## config.mk

```make
export PLATFORM = sky130hd
export DESIGN_NAME = fcvt_unit
export DESIGN_NICKNAME = d
export VERILOG_FILES = /design/src/fcvt_pkg.sv /design/src/fcvt_decode.sv /design/src/fcvt_station.sv /design/src/fcvt_core.sv /design/src/fcvt_result.sv /design/src/fcvt_unit.sv
export VERILOG_INCLUDE_DIRS = /design/src
export SDC_FILE = /design/constraint.sdc
export NUM_CORES = 1
export LEC_CHECK = 0
export BUFFER_PORTS_ARGS = -buffer_cell sky130_fd_sc_hd__buf_4
export CAP_MARGIN = 20
export CORE_MARGIN = 5
export CORE_UTILIZATION = 45
export DETAILED_ROUTE_END_ITERATION = 8
export GPL_ROUTABILITY_DRIVEN = 0
export SLEW_MARGIN = 15
export SYNTH_ARGS = -nofsm -noshare
export SYNTH_HDL_FRONTEND = slang
export SYNTH_SLANG_ARGS = --single-unit
```

## constraint.sdc

```tcl
create_clock -name clk -period 15.9 [get_ports clk]
set_input_delay 0 -clock clk [delete_from_list [all_inputs] [get_ports clk]]
set_output_delay 0 -clock clk [all_outputs]
set_load 0.005 [all_outputs]
```

## src/fcvt_consts.svh

```systemverilog
`ifndef FCVT_CONSTS_SVH
`define FCVT_CONSTS_SVH

// ROB tag width, shared by both CDBs.
`define ROB_WIDTH 4

// entries in the conversion station.
`define STATION_DEPTH 2

// result buffer slots.
// must cover the two core stages plus one.
`define RESULT_DEPTH 4

`endif

```

## src/fcvt_pkg.sv

```systemverilog
`include "fcvt_consts.svh"

package fcvt_pkg;

	// one CDB beat, also used as a source operand.
	typedef struct packed {
		logic valid;
		logic [`ROB_WIDTH-1:0] tag;
		logic [31:0] data;
	} cdb_t;

	typedef struct packed {
		logic is_unsigned;
		logic rne; // 0 is round toward zero.
	} fcvt_op_t;

	typedef struct packed {
		logic [`ROB_WIDTH-1:0] tag; // destination.
		logic is_unsigned;
		logic rm;
		cdb_t opd;
	} issue_t;

	typedef struct packed {
		logic valid;
		logic [`ROB_WIDTH-1:0] tag;
		fcvt_op_t op;
		cdb_t opd;
	} station_entry_t;

	typedef struct packed {
		logic valid;
		logic [`ROB_WIDTH-1:0] tag;
		fcvt_op_t op;
		logic [31:0] data; // single precision.
	} dispatch_t;

	typedef struct packed {
		logic valid;
		logic [`ROB_WIDTH-1:0] tag;
		logic [31:0] data;
	} result_t;

endpackage

```

## src/fcvt_decode.sv

```systemverilog
`timescale 1ns/1ns

module fcvt_decode import fcvt_pkg::*; (
	input issue_t issue,
	input cdb_t fpr_cdb,
	output station_entry_t entry
);
	logic cdb_hit;
	fcvt_op_t op;

	// producer broadcasting in the issue cycle.
	assign cdb_hit = !issue.opd.valid && fpr_cdb.valid && fpr_cdb.tag == issue.opd.tag;

	always_comb begin
		op.is_unsigned = issue.is_unsigned;
		op.rne = issue.rm;
	end

	always_comb begin
		entry.valid = 1'b1; // qualified by the handshake in the station.
		entry.tag = issue.tag;
		entry.op = op;
		entry.opd.valid = issue.opd.valid || cdb_hit;
		entry.opd.tag = issue.opd.tag;
		entry.opd.data = cdb_hit ? fpr_cdb.data : issue.opd.data;
	end

endmodule

```

## src/fcvt_station.sv

```systemverilog
`timescale 1ns/1ns
`include "fcvt_consts.svh"

module fcvt_station import fcvt_pkg::*; (
	input logic clk,
	input logic reset,
	input station_entry_t entry,
	input logic issue_valid,
	output logic issue_ready,
	input cdb_t fpr_cdb,
	input logic credit_ok,
	output dispatch_t dispatch
);
	localparam int DEPTH = `STATION_DEPTH;
	localparam int SEL_W = (DEPTH > 1) ? $clog2(DEPTH) : 1;

	station_entry_t e [DEPTH]; // packed from 0, oldest first.
	station_entry_t e_upd [DEPTH];
	station_entry_t e_nxt [DEPTH];
	logic [DEPTH-1:0] ready;
	logic [SEL_W-1:0] sel;
	logic found;
	logic fire;
	logic accept;

	// operand wakeup from the fp CDB.
	always_comb begin
		for (int i = 0; i < DEPTH; i++) begin
			e_upd[i] = e[i];
			if (e[i].valid && !e[i].opd.valid && fpr_cdb.valid &&
					fpr_cdb.tag == e[i].opd.tag) begin
				e_upd[i].opd.valid = 1'b1;
				e_upd[i].opd.data = fpr_cdb.data;
			end
			ready[i] = e_upd[i].valid && e_upd[i].opd.valid;
		end
	end

	// oldest ready entry wins.
	always_comb begin
		sel = '0;
		found = 1'b0;
		for (int i = DEPTH - 1; i >= 0; i--) begin
			if (ready[i]) begin
				sel = SEL_W'(i);
				found = 1'b1;
			end
		end
	end

	assign fire = found && credit_ok;
	assign issue_ready = !e[DEPTH-1].valid || fire;
	assign accept = issue_valid && issue_ready;

	always_comb begin
		dispatch.valid = fire;
		dispatch.tag = e_upd[sel].tag;
		dispatch.op = e_upd[sel].op;
		dispatch.data = e_upd[sel].opd.data;
	end

	// close the gap left by dispatch, then append at the first free slot.
	always_comb begin
		int src;
		logic placed;
		placed = 1'b0;
		for (int i = 0; i < DEPTH; i++) begin
			src = (fire && i >= int'(sel)) ? i + 1 : i;
			if (src < DEPTH)
				e_nxt[i] = e_upd[src];
			else
				e_nxt[i] = '0;
			if (accept && !placed && !e_nxt[i].valid) begin
				e_nxt[i] = entry;
				placed = 1'b1;
			end
		end
	end

	always_ff @(posedge clk) begin
		if (reset) begin
			for (int i = 0; i < DEPTH; i++)
				e[i].valid <= 1'b0;
		end else begin
			e <= e_nxt;
		end
	end

endmodule

```

## src/fcvt_core.sv

```systemverilog
`timescale 1ns/1ns

module fcvt_core import fcvt_pkg::*; (
	input logic clk,
	input logic reset,
	input dispatch_t dispatch,
	output result_t done
);
	typedef struct packed {
		logic [$bits(dispatch.tag)-1:0] tag;
		fcvt_op_t op;
		logic sign;
		logic nan;
		logic big; // magnitude at or above 2^32, or inf.
		logic [31:0] mag;
		logic guard;
		logic sticky;
	} stage_t;

	logic [7:0] exp_in;
	logic [23:0] sig_in;
	logic [7:0] rsh;
	logic [48:0] shifted;
	stage_t s1_in;
	stage_t s1;
	logic s1_valid;

	logic round_up;
	logic [32:0] rounded;
	logic [31:0] res;
	logic done_valid;
	logic [$bits(dispatch.tag)-1:0] done_tag;
	logic [31:0] done_data;

	// stage one. value is sig * 2^(exp - 150).
	always_comb begin
		exp_in = dispatch.data[30:23];
		sig_in = {exp_in != 8'd0, dispatch.data[22:0]};
		rsh = 8'd150 - exp_in;
		shifted = {sig_in, 25'd0} >> ((rsh > 8'd25) ? 8'd25 : rsh); // 25 covers all tiny values.
		s1_in.tag = dispatch.tag;
		s1_in.op = dispatch.op;
		s1_in.sign = dispatch.data[31];
		s1_in.nan = exp_in == 8'hff && dispatch.data[22:0] != 23'd0;
		s1_in.big = exp_in >= 8'd159;
		if (exp_in >= 8'd150) begin
			s1_in.mag = {8'd0, sig_in} << (exp_in - 8'd150);
			s1_in.guard = 1'b0;
			s1_in.sticky = 1'b0;
		end else begin
			s1_in.mag = {8'd0, shifted[48:25]};
			s1_in.guard = shifted[24];
			s1_in.sticky = |shifted[23:0];
		end
	end

	always_ff @(posedge clk) begin
		if (reset)
			s1_valid <= 1'b0;
		else
			s1_valid <= dispatch.valid;
	end

	always_ff @(posedge clk)
		s1 <= s1_in;

	// stage two. round, then sign and saturate.
	always_comb begin
		round_up = s1.op.rne && s1.guard && (s1.sticky || s1.mag[0]);
		rounded = {1'b0, s1.mag} + {32'd0, round_up};
		if (s1.nan)
			res = s1.op.is_unsigned ? 32'hffffffff : 32'h7fffffff;
		else if (s1.op.is_unsigned)
			res = s1.sign ? 32'd0 : (s1.big || rounded[32]) ? 32'hffffffff : rounded[31:0];
		else if (!s1.sign)
			res = (s1.big || rounded > 33'h07fffffff) ? 32'h7fffffff : rounded[31:0];
		else
			res = (s1.big || rounded > 33'h080000000) ? 32'h80000000 : ~rounded[31:0] + 32'd1;
	end

	always_ff @(posedge clk) begin
		if (reset)
			done_valid <= 1'b0;
		else
			done_valid <= s1_valid;
	end

	always_ff @(posedge clk) begin
		done_tag <= s1.tag;
		done_data <= res;
	end

	assign done = '{valid: done_valid, tag: done_tag, data: done_data};

endmodule

```

## src/fcvt_result.sv

```systemverilog
`timescale 1ns/1ns
`include "fcvt_consts.svh"

module fcvt_result import fcvt_pkg::*; (
	input logic clk,
	input logic reset,
	input result_t done,
	output logic credit_ok,
	output result_t gpr_cdb,
	input logic gpr_cdb_ready
);
	localparam int DEPTH = `RESULT_DEPTH;
	localparam int PTR_W = (DEPTH > 1) ? $clog2(DEPTH) : 1;
	localparam logic [PTR_W-1:0] LAST = PTR_W'(DEPTH - 1);

	result_t mem [DEPTH];
	logic [PTR_W-1:0] wr_ptr;
	logic [PTR_W-1:0] rd_ptr;
	logic [PTR_W:0] count;
	logic [PTR_W+1:0] committed;
	logic push;
	logic pop;

	assign push = done.valid; // credit keeps this from overflowing.
	assign pop = gpr_cdb.valid && gpr_cdb_ready;

	// first core stage is not visible here, so one slot stays reserved for it.
	assign committed = {1'b0, count} + {{(PTR_W+1){1'b0}}, done.valid} + 1'b1;
	assign credit_ok = committed < (PTR_W+2)'(DEPTH);

	assign gpr_cdb = '{valid: count != '0, tag: mem[rd_ptr].tag, data: mem[rd_ptr].data};

	always_ff @(posedge clk)
		if (push)
			mem[wr_ptr] <= done;

	always_ff @(posedge clk) begin
		if (reset) begin
			wr_ptr <= '0;
			rd_ptr <= '0;
			count <= '0;
		end else begin
			if (push)
				wr_ptr <= (wr_ptr == LAST) ? '0 : wr_ptr + 1'b1;
			if (pop)
				rd_ptr <= (rd_ptr == LAST) ? '0 : rd_ptr + 1'b1;
			case ({push, pop})
				2'b10: count <= count + 1'b1;
				2'b01: count <= count - 1'b1;
				default: count <= count;
			endcase
		end
	end

endmodule

```

## src/fcvt_unit.sv

```systemverilog
`timescale 1ns/1ns

module fcvt_unit import fcvt_pkg::*; (
	input logic clk,
	input logic reset,
	input logic issue_valid,
	input issue_t issue,
	output logic issue_ready,
	input cdb_t fpr_cdb,
	output result_t gpr_cdb,
	input logic gpr_cdb_ready
);
	station_entry_t entry;
	dispatch_t dispatch;
	result_t done;
	logic credit_ok;

	fcvt_decode u_decode (
		.issue(issue),
		.fpr_cdb(fpr_cdb),
		.entry(entry)
	);

	fcvt_station u_station (
		.clk(clk),
		.reset(reset),
		.entry(entry),
		.issue_valid(issue_valid),
		.issue_ready(issue_ready),
		.fpr_cdb(fpr_cdb),
		.credit_ok(credit_ok),
		.dispatch(dispatch)
	);

	// two cycles from dispatch to done.
	fcvt_core u_execute (
		.clk(clk),
		.reset(reset),
		.dispatch(dispatch),
		.done(done)
	);

	fcvt_result u_result (
		.clk(clk),
		.reset(reset),
		.done(done),
		.credit_ok(credit_ok),
		.gpr_cdb(gpr_cdb),
		.gpr_cdb_ready(gpr_cdb_ready)
	);

endmodule

```

======== Word-level counts from Yosys, hierarchy flattened ========
Memory sizes are Yosys's and may differ from the RTL's. A register that Yosys moved wholly into a read port is not among the register bits.
Cells that the tools add are included.
Widths: inputs -> output; s select.
cells by class
  add/subtract/negate cells ............... 10
  order comparisons ....................... 12
  equal/unequal tests ..................... 10
  shift-type cells ........................ 2
  muxes and demuxes ....................... 41
  bitwise logic cells ..................... 5
  reduce and logical (&&, ||, !) cells .... 40
operators with widths
  kind                   number
  $mux 44                10
  $mux 32                11
  $mux 43                3
  $not 32->32            3
  $ge 32x2->1 const B    2
  $lt 32x3->1 const B    2
  $shr 49x8->49          1
  $add 32x1->33          1
  $gt 33x31->1 const B   1
  $gt 33x32->1 const B   1
  $add 32x1->32 const B  1
  $shl 24x8->32          1
  $mux 26                1
  $reduce_or 24->1       1
  $reduce_bool 23->1     1
  $logic_and 1x1->1      20
  $ge 8x8->1 const B     2
  $eq 4x4->1             3
  $mux 2                 5
  $ne 5x5->1 const B     2
  $mux 1                 9
  $eq 8x8->1 const B     1
  $gt 8x5->1 const B     1
  $mux 8                 1
  other kinds (21)       36
word-level totals
  bits in registers ....................... 176
  bits in writable memories ............... 148
  input port bits ......................... 84
  output and inout port bits .............. 38
  logic and storage cells ................. 152
  memories ................................ 1
memories
  memory        words  width  read ports  clocked after Yosys merged registers in  wr ports  line               text
  u_result.mem  4      37     1           1                                        1         fcvt_result.sv:16  result_t mem [DEPTH];

======== Logic depth before layout (Yosys ltp) ========
Gate-level depths: netlist of the first run.
  depth in word-level cells ............... 24
  gate-level depth with buffers ........... 27

======== Modules after synthesis ========
From an unflattened synthesis of the first run, not the netlist that was laid out.
second synthesis, totals
  cell total of the unflattened synthesis .. 1,841
  area, all modules ....................... 19,516.2 um^2
by module, submodules not included
  module        instances  cells an instance  area an instance (um^2)
  fcvt_core     1          1,118              7,800.0
  fcvt_result   1          238                5,711.7
  fcvt_station  1          431                5,340.1
  fcvt_decode   1          54                 664.4

======== Worst setup path before layout of the first run ========
OpenSTA, ideal clock, no wires.
  path kind ............................... register -> register
  start point ............................. register u_station.e[35] (netlist name)
  end point ............................... register u_execute.s1[0] (netlist name)
  library setup time ...................... 0.117 ns
  data arrival time ....................... 5.731 ns
  data required time ...................... 15.783 ns
  slack ................................... 10.052 ns
  stages on the path, launching flop included .. 26
  period minus slack after synthesis ...... 5.848 ns
  cells stage by stage .................... edfxtp_1 > xnor2_1 > and3_1 > a22o_1 > nand2_1 > buf_2 > buf_2 > buf_2 > mux2i_1 > buf_2 > buf_1 > ha_1 > a21oi_1 > inv_1 > a221o_1 > o21ai_0 > a22oi_1 > and3_1 > buf_6 > nand2_2 > o41a_1 > o31ai_1 > inv_1 > o31a_1 > o41a_1 > a32o_1
between the ends
  longest elaborated chain between the ends .. 15
  elaborated cells on any way between the ends .. 18
  those cells by class .................... 1 x add/sub; 2 x order compare; 1 x eq/ne; 1 x shift; 8 x mux; 1 x bitwise; 4 x reduce/logical
RTL lines
  item                             line                text
  start, declared                  fcvt_station.sv:17  station_entry_t e [DEPTH];
  start signal, assigned           fcvt_station.sv:85  e <= e_nxt;
  $eq 4x4->1 (*)                   fcvt_station.sv:31  fpr_cdb.tag == e[i].opd.tag) begin
  $logic_and 1x1->1 (*)            fcvt_station.sv:30  if (e[i].valid && !e[i].opd.valid && fpr_cdb.valid &&
  $mux 1                           fcvt_station.sv:30
  $logic_and 1x1->1                fcvt_station.sv:35  ready[i] = e_upd[i].valid && e_upd[i].opd.valid;
  $mux 1 (2 in a row)              fcvt_station.sv:44  if (ready[i]) begin
  $not 1->2 (implied by the code)  fcvt_station.sv:59  dispatch.data = e_upd[sel].opd.data;
  $mux 43 (*) (3 in a row)         -
  $sub 8x8->8                      fcvt_core.sv:39     rsh = 8'd150 - exp_in;
  $gt 8x5->1                       fcvt_core.sv:40     shifted = {sig_in, 25'd0} >> ((rsh > 8'd25) ? 8'd25 : rsh);
  $mux 8                           fcvt_core.sv:40
  $shr 49x8->49                    fcvt_core.sv:40
  $reduce_or 24->1                 fcvt_core.sv:53     s1_in.sticky = |shifted[23:0];
  end signal, assigned             fcvt_core.sv:65     s1 <= s1_in;
  end, declared                    fcvt_core.sv:25     stage_t s1;
Every way passes the cells marked *; elsewhere a longest branch is shown, timed or not. The select of a mux whose other input is x is not followed.
A chain may end at the register's enable or synchronous reset.

======== Worst setup path after layout of the first run ========
  start point ............................. register u_station.e[32] (netlist name)
  end point ............................... register u_execute.s1[0] (netlist name)
Same word-level chain as after synthesis.

==> results of run 1 <==
==> cell usage in the layout (no fill, tap or decap), drive strengths merged, types with 31 or more instances in the layout <==
master and n:
nor3 60, dlygate4sd3 107, nor2 148, inv 40, nand2 279, edfxtp 230, dfxtp 92, buf 157
xnor2 32, o21ai 144, a21oi 192, nand3 58, or3 62, clkbuf 50, mux4 36, and3 31
mux2i 131
==> final timing paths <==
kind	from	endpoint	slack, ns
hold / removal	fpr_cdb[24]	u_station.e[68]	0.05
hold reg to reg	u_execute.s1[41]	u_execute.done_tag[2]	0.33
setup / recovery	u_station.e[32]	u_execute.s1[0]	9.21
setup reg to reg	u_station.e[32]	u_execute.s1[0]	9.21
==> metal layers <==
metal | vias up | track usage | wire length (um)
met5 | - | 0 | 0
met4 | 0 | 0.0937 | 2370
met3 | 156 | 0.0349 | 3910
met2 | 804 | 0.400 | 27600
met1 | 8041 | 0.320 | 24600
li1 | 7869 | - | -
==> registers in the layout (all words and copies together), names as in the netlist, named ones only <==
name                  flops
u_execute.done_tag        4
u_station.e              88
u_execute.done_valid      1
u_result.mem            144
u_execute.s1             43
u_result.count            3
u_execute.done_data      32
u_result.rd_ptr           2
u_execute.s1_valid        1
u_result.wr_ptr           2
==> power groups by stage <==
stage               sequential [mW]  clock (mW)  combinational, mW
global placement               1.14           0               1.03
CTS                            1.12       0.866               1.08
detailed placement             1.14           0               1.04
global route                   1.14       0.900               1.20
floorplan                      1.11           0              0.752
finish                         1.12       0.845               1.10
==> worst max-delay path, cell delays in order, from the launching register on <==
cell	delay, ns
edfxtp_1	0.41
xor2_1	0.27
nor3_4	0.11
a22o_1	0.34
nand2_2	0.17
buf_4	0.55
mux2i_4	0.32
buf_4	0.34
ha_1	0.31
a21oi_1	0.11
inv_1	0.06
a221o_1	0.16
o21ai_0	0.14
a22oi_1	0.25
and3_1	0.65
nand2_2	0.47
nor2_1	0.60
o21ai_0	0.26
or3_1	0.39
o41a_1	0.43
a32o_1	0.23
==> through the flow <==
step / power (mW) / std cells / setup slack, ns / util / area (um^2)
after global routing: 3.23 / 2743 / 8.72 / 0.543 / 22900
after global placement: 2.17 / 2570 / 9.47 / 0.489 / 20600
final: 3.07 / 2743 / 9.21 / 0.543 / 22900
after CTS: 3.07 / 2742 / 9.35 / 0.543 / 22900
after floorplan: 1.86 / 2006 / 10.05 / - / 19200
after detailed placement: 2.18 / 2570 / 9.37 / 0.489 / 20600
==> logic make-up after synthesis <==
group,after synthesis,share of synthesized area
multiplexers,177,0.116
buffers and inverters,171,0.0365
XOR/XNOR,52,0.0241
AND/OR/NAND/NOR,726,0.178
flip-flops,322,0.455
adder cells (fa/ha/maj),17,0.0114
AO/OA/AOI/OAI,541,0.179
==> cell type report <==
class                   count  share of cell area
clock inverters            16             0.00848
repair buffers            265              0.0985
flip-flops and latches    322               0.382
multi-input cells        1513               0.431
clock buffers              49              0.0438
well taps                 539              0.0295
inverters                  39             0.00640
==> cells in the mapped netlist (all sizes together), types with 39 or more instances <==
library cell / number / area share
a21oi: 192 / 0.051
buf: 39 / 0.011
clkbuf: 93 / 0.018
dfxtp: 92 / 0.096
edfxtp: 230 / 0.36
inv: 39 / 0.0076
mux2i: 131 / 0.068
nand2: 279 / 0.055
nand3: 58 / 0.016
nor2: 148 / 0.029
nor3: 60 / 0.016
o21ai: 144 / 0.038
or3: 62 / 0.020
==> timing repair <==
action                     in CTS  in global routing
hold endpoints to repair      100                  0
setup endpoints to repair       0                  0
hold buffers                  107                  0
==> results by group, run 1 <==
Clock tree
  • H-tree depth: 2
  • Clk Latency, worst-skew pair: 0.55 ns
  • Root Buffer: clkbuf_16
  • Clock transition at path regs: 0.06 ns
  • Postcts setup bufs: 0
  • Clock Path Buffers: 3
  • Sink Count: 322
  • CTS tree: yes
  • CTS Buf Count: 36
  • Resized cells post-CTS: 0

Layout
  • Register area: 8750 um^2
  • NumNets Final: 2,278
  • Layout fillers: 3,780
  • Area grow syn2layout: 18.9%
  • Area of the multi-input gates: 9860 um^2
  • N_diodes: 0
  • Layout cell share with drive strength beyond 1: 0.140

STA
  • Slew margin rel.: 0.239
  • Final number of setup-violating endpoints: 0
  • Hold Vio Cnt, Final: 0
  • Hold_ws: 0.0479 ns
  • Pins over their slew limit: 0
  • Worst-Margin Slew: 1.11 ns
  • Max frequency: 149 MHz
  • Final period util: 0.421
  • Clock skew: 0.0228 ns
  • Fin Setup TNS: 0 ns
  • RSZ-0062 raised after global routing: no
  • Period minus WS final: 6.69 ns

Critical path
  • Critical path type: flop to flop
  • CP arrival: 7.14 ns
  • CP Capture Type: flop
  • R2R depth: 20
  • CP Launch Type: flop
  • Required time of the critical path: 16.35 ns
  • Crit path max fanout: 34

Yosys
  • Post-synth ARST share: 0
  • Cell Area, Synth: 19,200 um^2
  • Syn nets: 2,107
  • Cells after synthesis: 2,006
  • Post-synth EDFFs: 230
  • Yosys cell types: 102
  • #FFs+latches synth: 322
  • Syn avg cell area: 9.59 um^2
  • Register area share after synthesis: 0.455
  • Synth Flop Type: edfxtp_1
  • Yosys warning total: 0

Power
  • Peak supply drop: 75.1 uV
  • Power density over the cells: 134 nW/um^2
  • Net switching power: 1.10 mW
  • Internal power: 1.97 mW
  • Comb power frac: 0.359
  • Sw frac: 0.359
  • Clock Power Share: 0.275
  • LEAKAGE: 9.10 nW
  • Sequential share of power: 0.366

Routing
  • Pre-antenna DRT Iters: 6
  • Vias: 16,900
  • DRT Wirelength: 58.4 mm
  • Post-DR wirelength/cell: 21.3 um
  • Initial detailed-routing violation count: 1,950
  • # DRC: 0
  • Routed Antenna Nets: 0
  • Vias/cell: 6.15

Min path
  • Min-delay worst type: primary input to flop
  • Hold Crit Depth: 5

Global route
  • Vias in the first global route: 16,100
  • Total GRT Usage: 0.240
  • Remaining Overflow, GRT: 0
  • Initial antenna violation count: 0
  • Largest net degree at the start of global routing: 67
  • First-pass GRT wire length: 91.0 mm

Floorplanning
  • Io pins: 122
  • Die span in x: 217 um
  • DIE AREA: 47,000 um^2
  • # rows: 75
  • Die H: 217 um
  • Core ar.: 42,100 um^2
  • Starting density of the core: 0.457

Run
  • Max_cap viols: 0

Placement
  • I/O Buffers: 121
  • DPL Wire Length: 39.2 mm

Status
  • Outcome: finished clean
Power figures use the tool's default switching activity.
==> run 2: changes to the inputs <==
==> constraint.sdc (replaced) <==
create_clock -name clk -period 5.5 [get_ports clk]
set_input_delay 0 -clock clk [delete_from_list [all_inputs] [get_ports clk]]
set_output_delay 0 -clock clk [all_outputs]
set_load 0.005 [all_outputs]
==> run 2 against run 1 <==
Global-route usage increased by 0.11 points. Worst hold slack improved by 0.0062 ns. Combinational power increased to 3.0 times the previous value. Critical endpoint unchanged. Fmax increased by 30%. Clock power increased to 2.9 times the previous value. Wire length decreased by 0.80%. Critical path type unchanged. Sequential share of layout area decreased by 0.42 points.
==> results by group, run 2 (synthesized netlist as in run 1, its figures left out) <==
Status
  • Outcome: finished clean

Floorplanning
  • Core ar.: 42,100 um^2 (unchanged)
  • # rows: 75 (unchanged)
  • Starting density of the core: 0.457 (unchanged)
  • Io pins: 122 (unchanged)
  • DIE AREA: 47,000 um^2 (unchanged)
  • Die span in x: 217 um (unchanged)
  • Die H: 217 um (unchanged)

Critical path
  • R2R depth: 18 (-10%)
  • FF-to-FF Start: u_station.e[32]
  • RR Endpoint: u_execute.s1[0]
  • Critical path type: flop to flop
  • Crit path max fanout: 9 (-74%)
  • Required time of the critical path: 5.95 ns (-10.40 ns)
  • CP arrival: 5.61 ns (-1.53 ns)
  • CP Launch Type: flop
  • Setup crit start: u_station.e[32]
  • CP Capture Type: flop
  • R2R setup slack: 0.34 ns (-8.87 ns)

Layout
  • Layout cell share with drive strength beyond 1: 0.155 (+0.0157)
  • Post-route cell area: 23,100 um^2 (+1.1%)
  • Post-route insts no fill: 2,772 (+1.1%)
  • Leading cell type in the layout, fill and taps excluded: nand2_1
  • Max FFs per register: 144 (unchanged)
  • NumNets Final: 2,308 (+1.3%)
  • Area grow syn2layout: 20.2%
  • Utilization after layout: 0.549 (+0.00600)
  • Commonest non-fill, non-tap cells in the layout: 275 x nand2_1, 230 x edfxtp_1, 189 x buf_4, 187 x a21oi_1, 145 x nor2_1
  • N_diodes: 0 (unchanged)
  • Leading registers by flop count: u_result.mem: 144 flops, u_station.e: 88 flops, u_execute.s1: 43 flops
  • Top reg by flops: u_result.mem

STA
  • Pins over their slew limit: 0 (unchanged)
  • Hold_ws: 0.0541 ns (+0.00619 ns)
  • Final number of setup-violating endpoints: 0 (unchanged)
  • Slew margin rel.: 0.258 (+0.0195)
  • Period minus WS final: 5.16 ns (-1.53 ns)
  • Hold Vio Cnt, Final: 0 (unchanged)
  • Final worst-path setup slack: 0.337 ns (-8.87 ns)
  • Worst-Margin Slew: 1.08 ns (-0.0285 ns)
  • Fin Setup TNS: 0 ns (unchanged)
  • RSZ-0062 raised after global routing: no
  • Final period util: 0.939 (+0.518)
  • Clock skew: 0.0239 ns (+0.00112 ns)
  • Max frequency: 194 MHz (+30%)

Placement
  • Dpl cell area: 20,800 um^2 (+1.1%)
  • DPL Wire Length: 39.6 mm (+1.1%)
  • I/O Buffers: 121 (unchanged)
  • Placed insts: 2,601 (+1.2%)
  • Worst slack, placed: 0.312 ns (-9.06 ns)

Min path
  • WHS Endpoint: u_execute.s1[35]
  • Hold Crit Depth: 4 (-1)
  • Min-delay worst type: primary input to flop
  • Worst Hold Launch: fpr_cdb[28]

Routing
  • Post-DR wirelength/cell: 20.9 um (-1.8%)
  • DRT Wirelength: 58.0 mm (-0.80%)
  • Vias: 16,700 (-0.89%)
  • # DRC: 0 (unchanged)
  • Initial detailed-routing violation count: 1,649 (-15%)
  • Vias/cell: 6.03 (-1.9%)
  • Pre-antenna DRT Iters: 6 (unchanged)
  • Routed Antenna Nets: 0 (unchanged)

Power
  • Peak supply drop: 236 uV (+210%)
  • Clock Power Share: 0.272 (-0.003)
  • Power density over the cells: 388 nW/um^2 (+190%)
  • LEAKAGE: 9.24 nW (+1.5%)
  • Sequential share of power: 0.363 (-0.003)
  • Comb power frac: 0.365 (+0.006)
  • Sw frac: 0.357 (-0.00244)
  • Internal power: 5.77 mW (+190%)
  • Total chip power: 8.97 mW (+190%)
  • Net switching power: 3.20 mW (+190%)

Run
  • Max_cap viols: 0 (unchanged)

Clock tree
  • Clock transition at path regs: 0.06 ns (about the same)
  • CTS tree: yes
  • CTS Buf Count: 36 (unchanged)
  • Root Buffer: clkbuf_16
  • Postcts setup bufs: 0 (unchanged)
  • Clock Path Buffers: 3 (unchanged)
  • Clk Latency, worst-skew pair: 0.55 ns (about the same)
  • Sink Count: 322 (unchanged)
  • H-tree depth: 2 (unchanged)

Global route
  • Total GRT Usage: 0.241 (+0.00109)
  • Vias in the first global route: 16,400 (+1.6%)
  • Initial antenna violation count: 0 (unchanged)
  • Remaining Overflow, GRT: 0 (unchanged)
  • First-pass GRT wire length: 92.4 mm (+1.5%)
  • Largest net degree at the start of global routing: 65 (-3.0%)
run 2: cell types whose count changed in the layout (fill, tap and decap cells not counted), moves of 2 or more:
cell / previous run / this run
and2_1: 27 / 24
and2_2: 0 / 3
buf_4: 157 / 189
clkbuf_1: 10 / 6
clkbuf_16: 38 / 36
clkbuf_8: 1 / 5
clkinv_1: 6 / 4
clkinv_2: 2 / 0
clkinvlp_4: 1 / 4
inv_6: 1 / 4
run 2: worst max-delay path: stages, from the launching register on:
cell,delay (ns)
edfxtp_1,0.40
xor2_1,0.20
nor3_4,0.32
a22o_1,0.38
nand2_2,0.20
mux2i_4,0.29
ha_1,0.32
a21oi_1,0.10
inv_1,0.06
a221o_1,0.16
o21ai_0,0.12
a22oi_1,0.23
and3_1,0.31
nand2_2,0.18
nor2_1,0.50
o21ai_0,0.27
or3_1,0.39
o41a_1,0.40
a32o_1,0.21
run 2: timing repair:
action                                  in CTS  in global routing
endpoints found under the hold margin      109                  0
hold buffers                               106                  0
gates resized for setup                      0                  3
endpoints found under the setup margin       0                 21
run 2: worst max path at each step:
stage | slack [ns] | endpoint | cells past startpoint
2_1_floorplan | 0.003 | u_execute.s1[0] | 25
3_3_place_gp | 0.31 | u_execute.done_data[27] | 19
3_5_place_dp | 0.31 | u_execute.done_data[27] | 19
4_1_cts | 0.27 | u_execute.done_data[27] | 19
5_1_grt | 0.001 | u_execute.s1[0] | 19
6_report | 0.34 | u_execute.s1[0] | 18
run 2: power groups by stage:
stage	Sequential, mW	Clock [mW]	Combinational (mW)
finish	3.25	2.44	3.27
global route	3.29	2.60	3.57
CTS	3.26	2.51	3.19
detailed placement	3.31	0	3.08
global placement	3.28	0	3.07
floorplan	3.20	0	2.17
run 2: layout make-up:
class                      instances  area, um^2
multi-input combinational       1513        9860
clock inverter                    17         230
inverter                          39         146
tap                              539         674
sequential                       322        8750
clock buffer                      47         992
fill                            3738       19000
timing repair buffer             295        2480
run 2: routing by layer:
layer,routed length [um],global-route usage,vias up
met3,3490,0.0353,164
met1,24500,0.319,7966
met2,27700,0.404,665
met4,2320,0.0948,0
li1,-,-,7925
met5,0,0,-
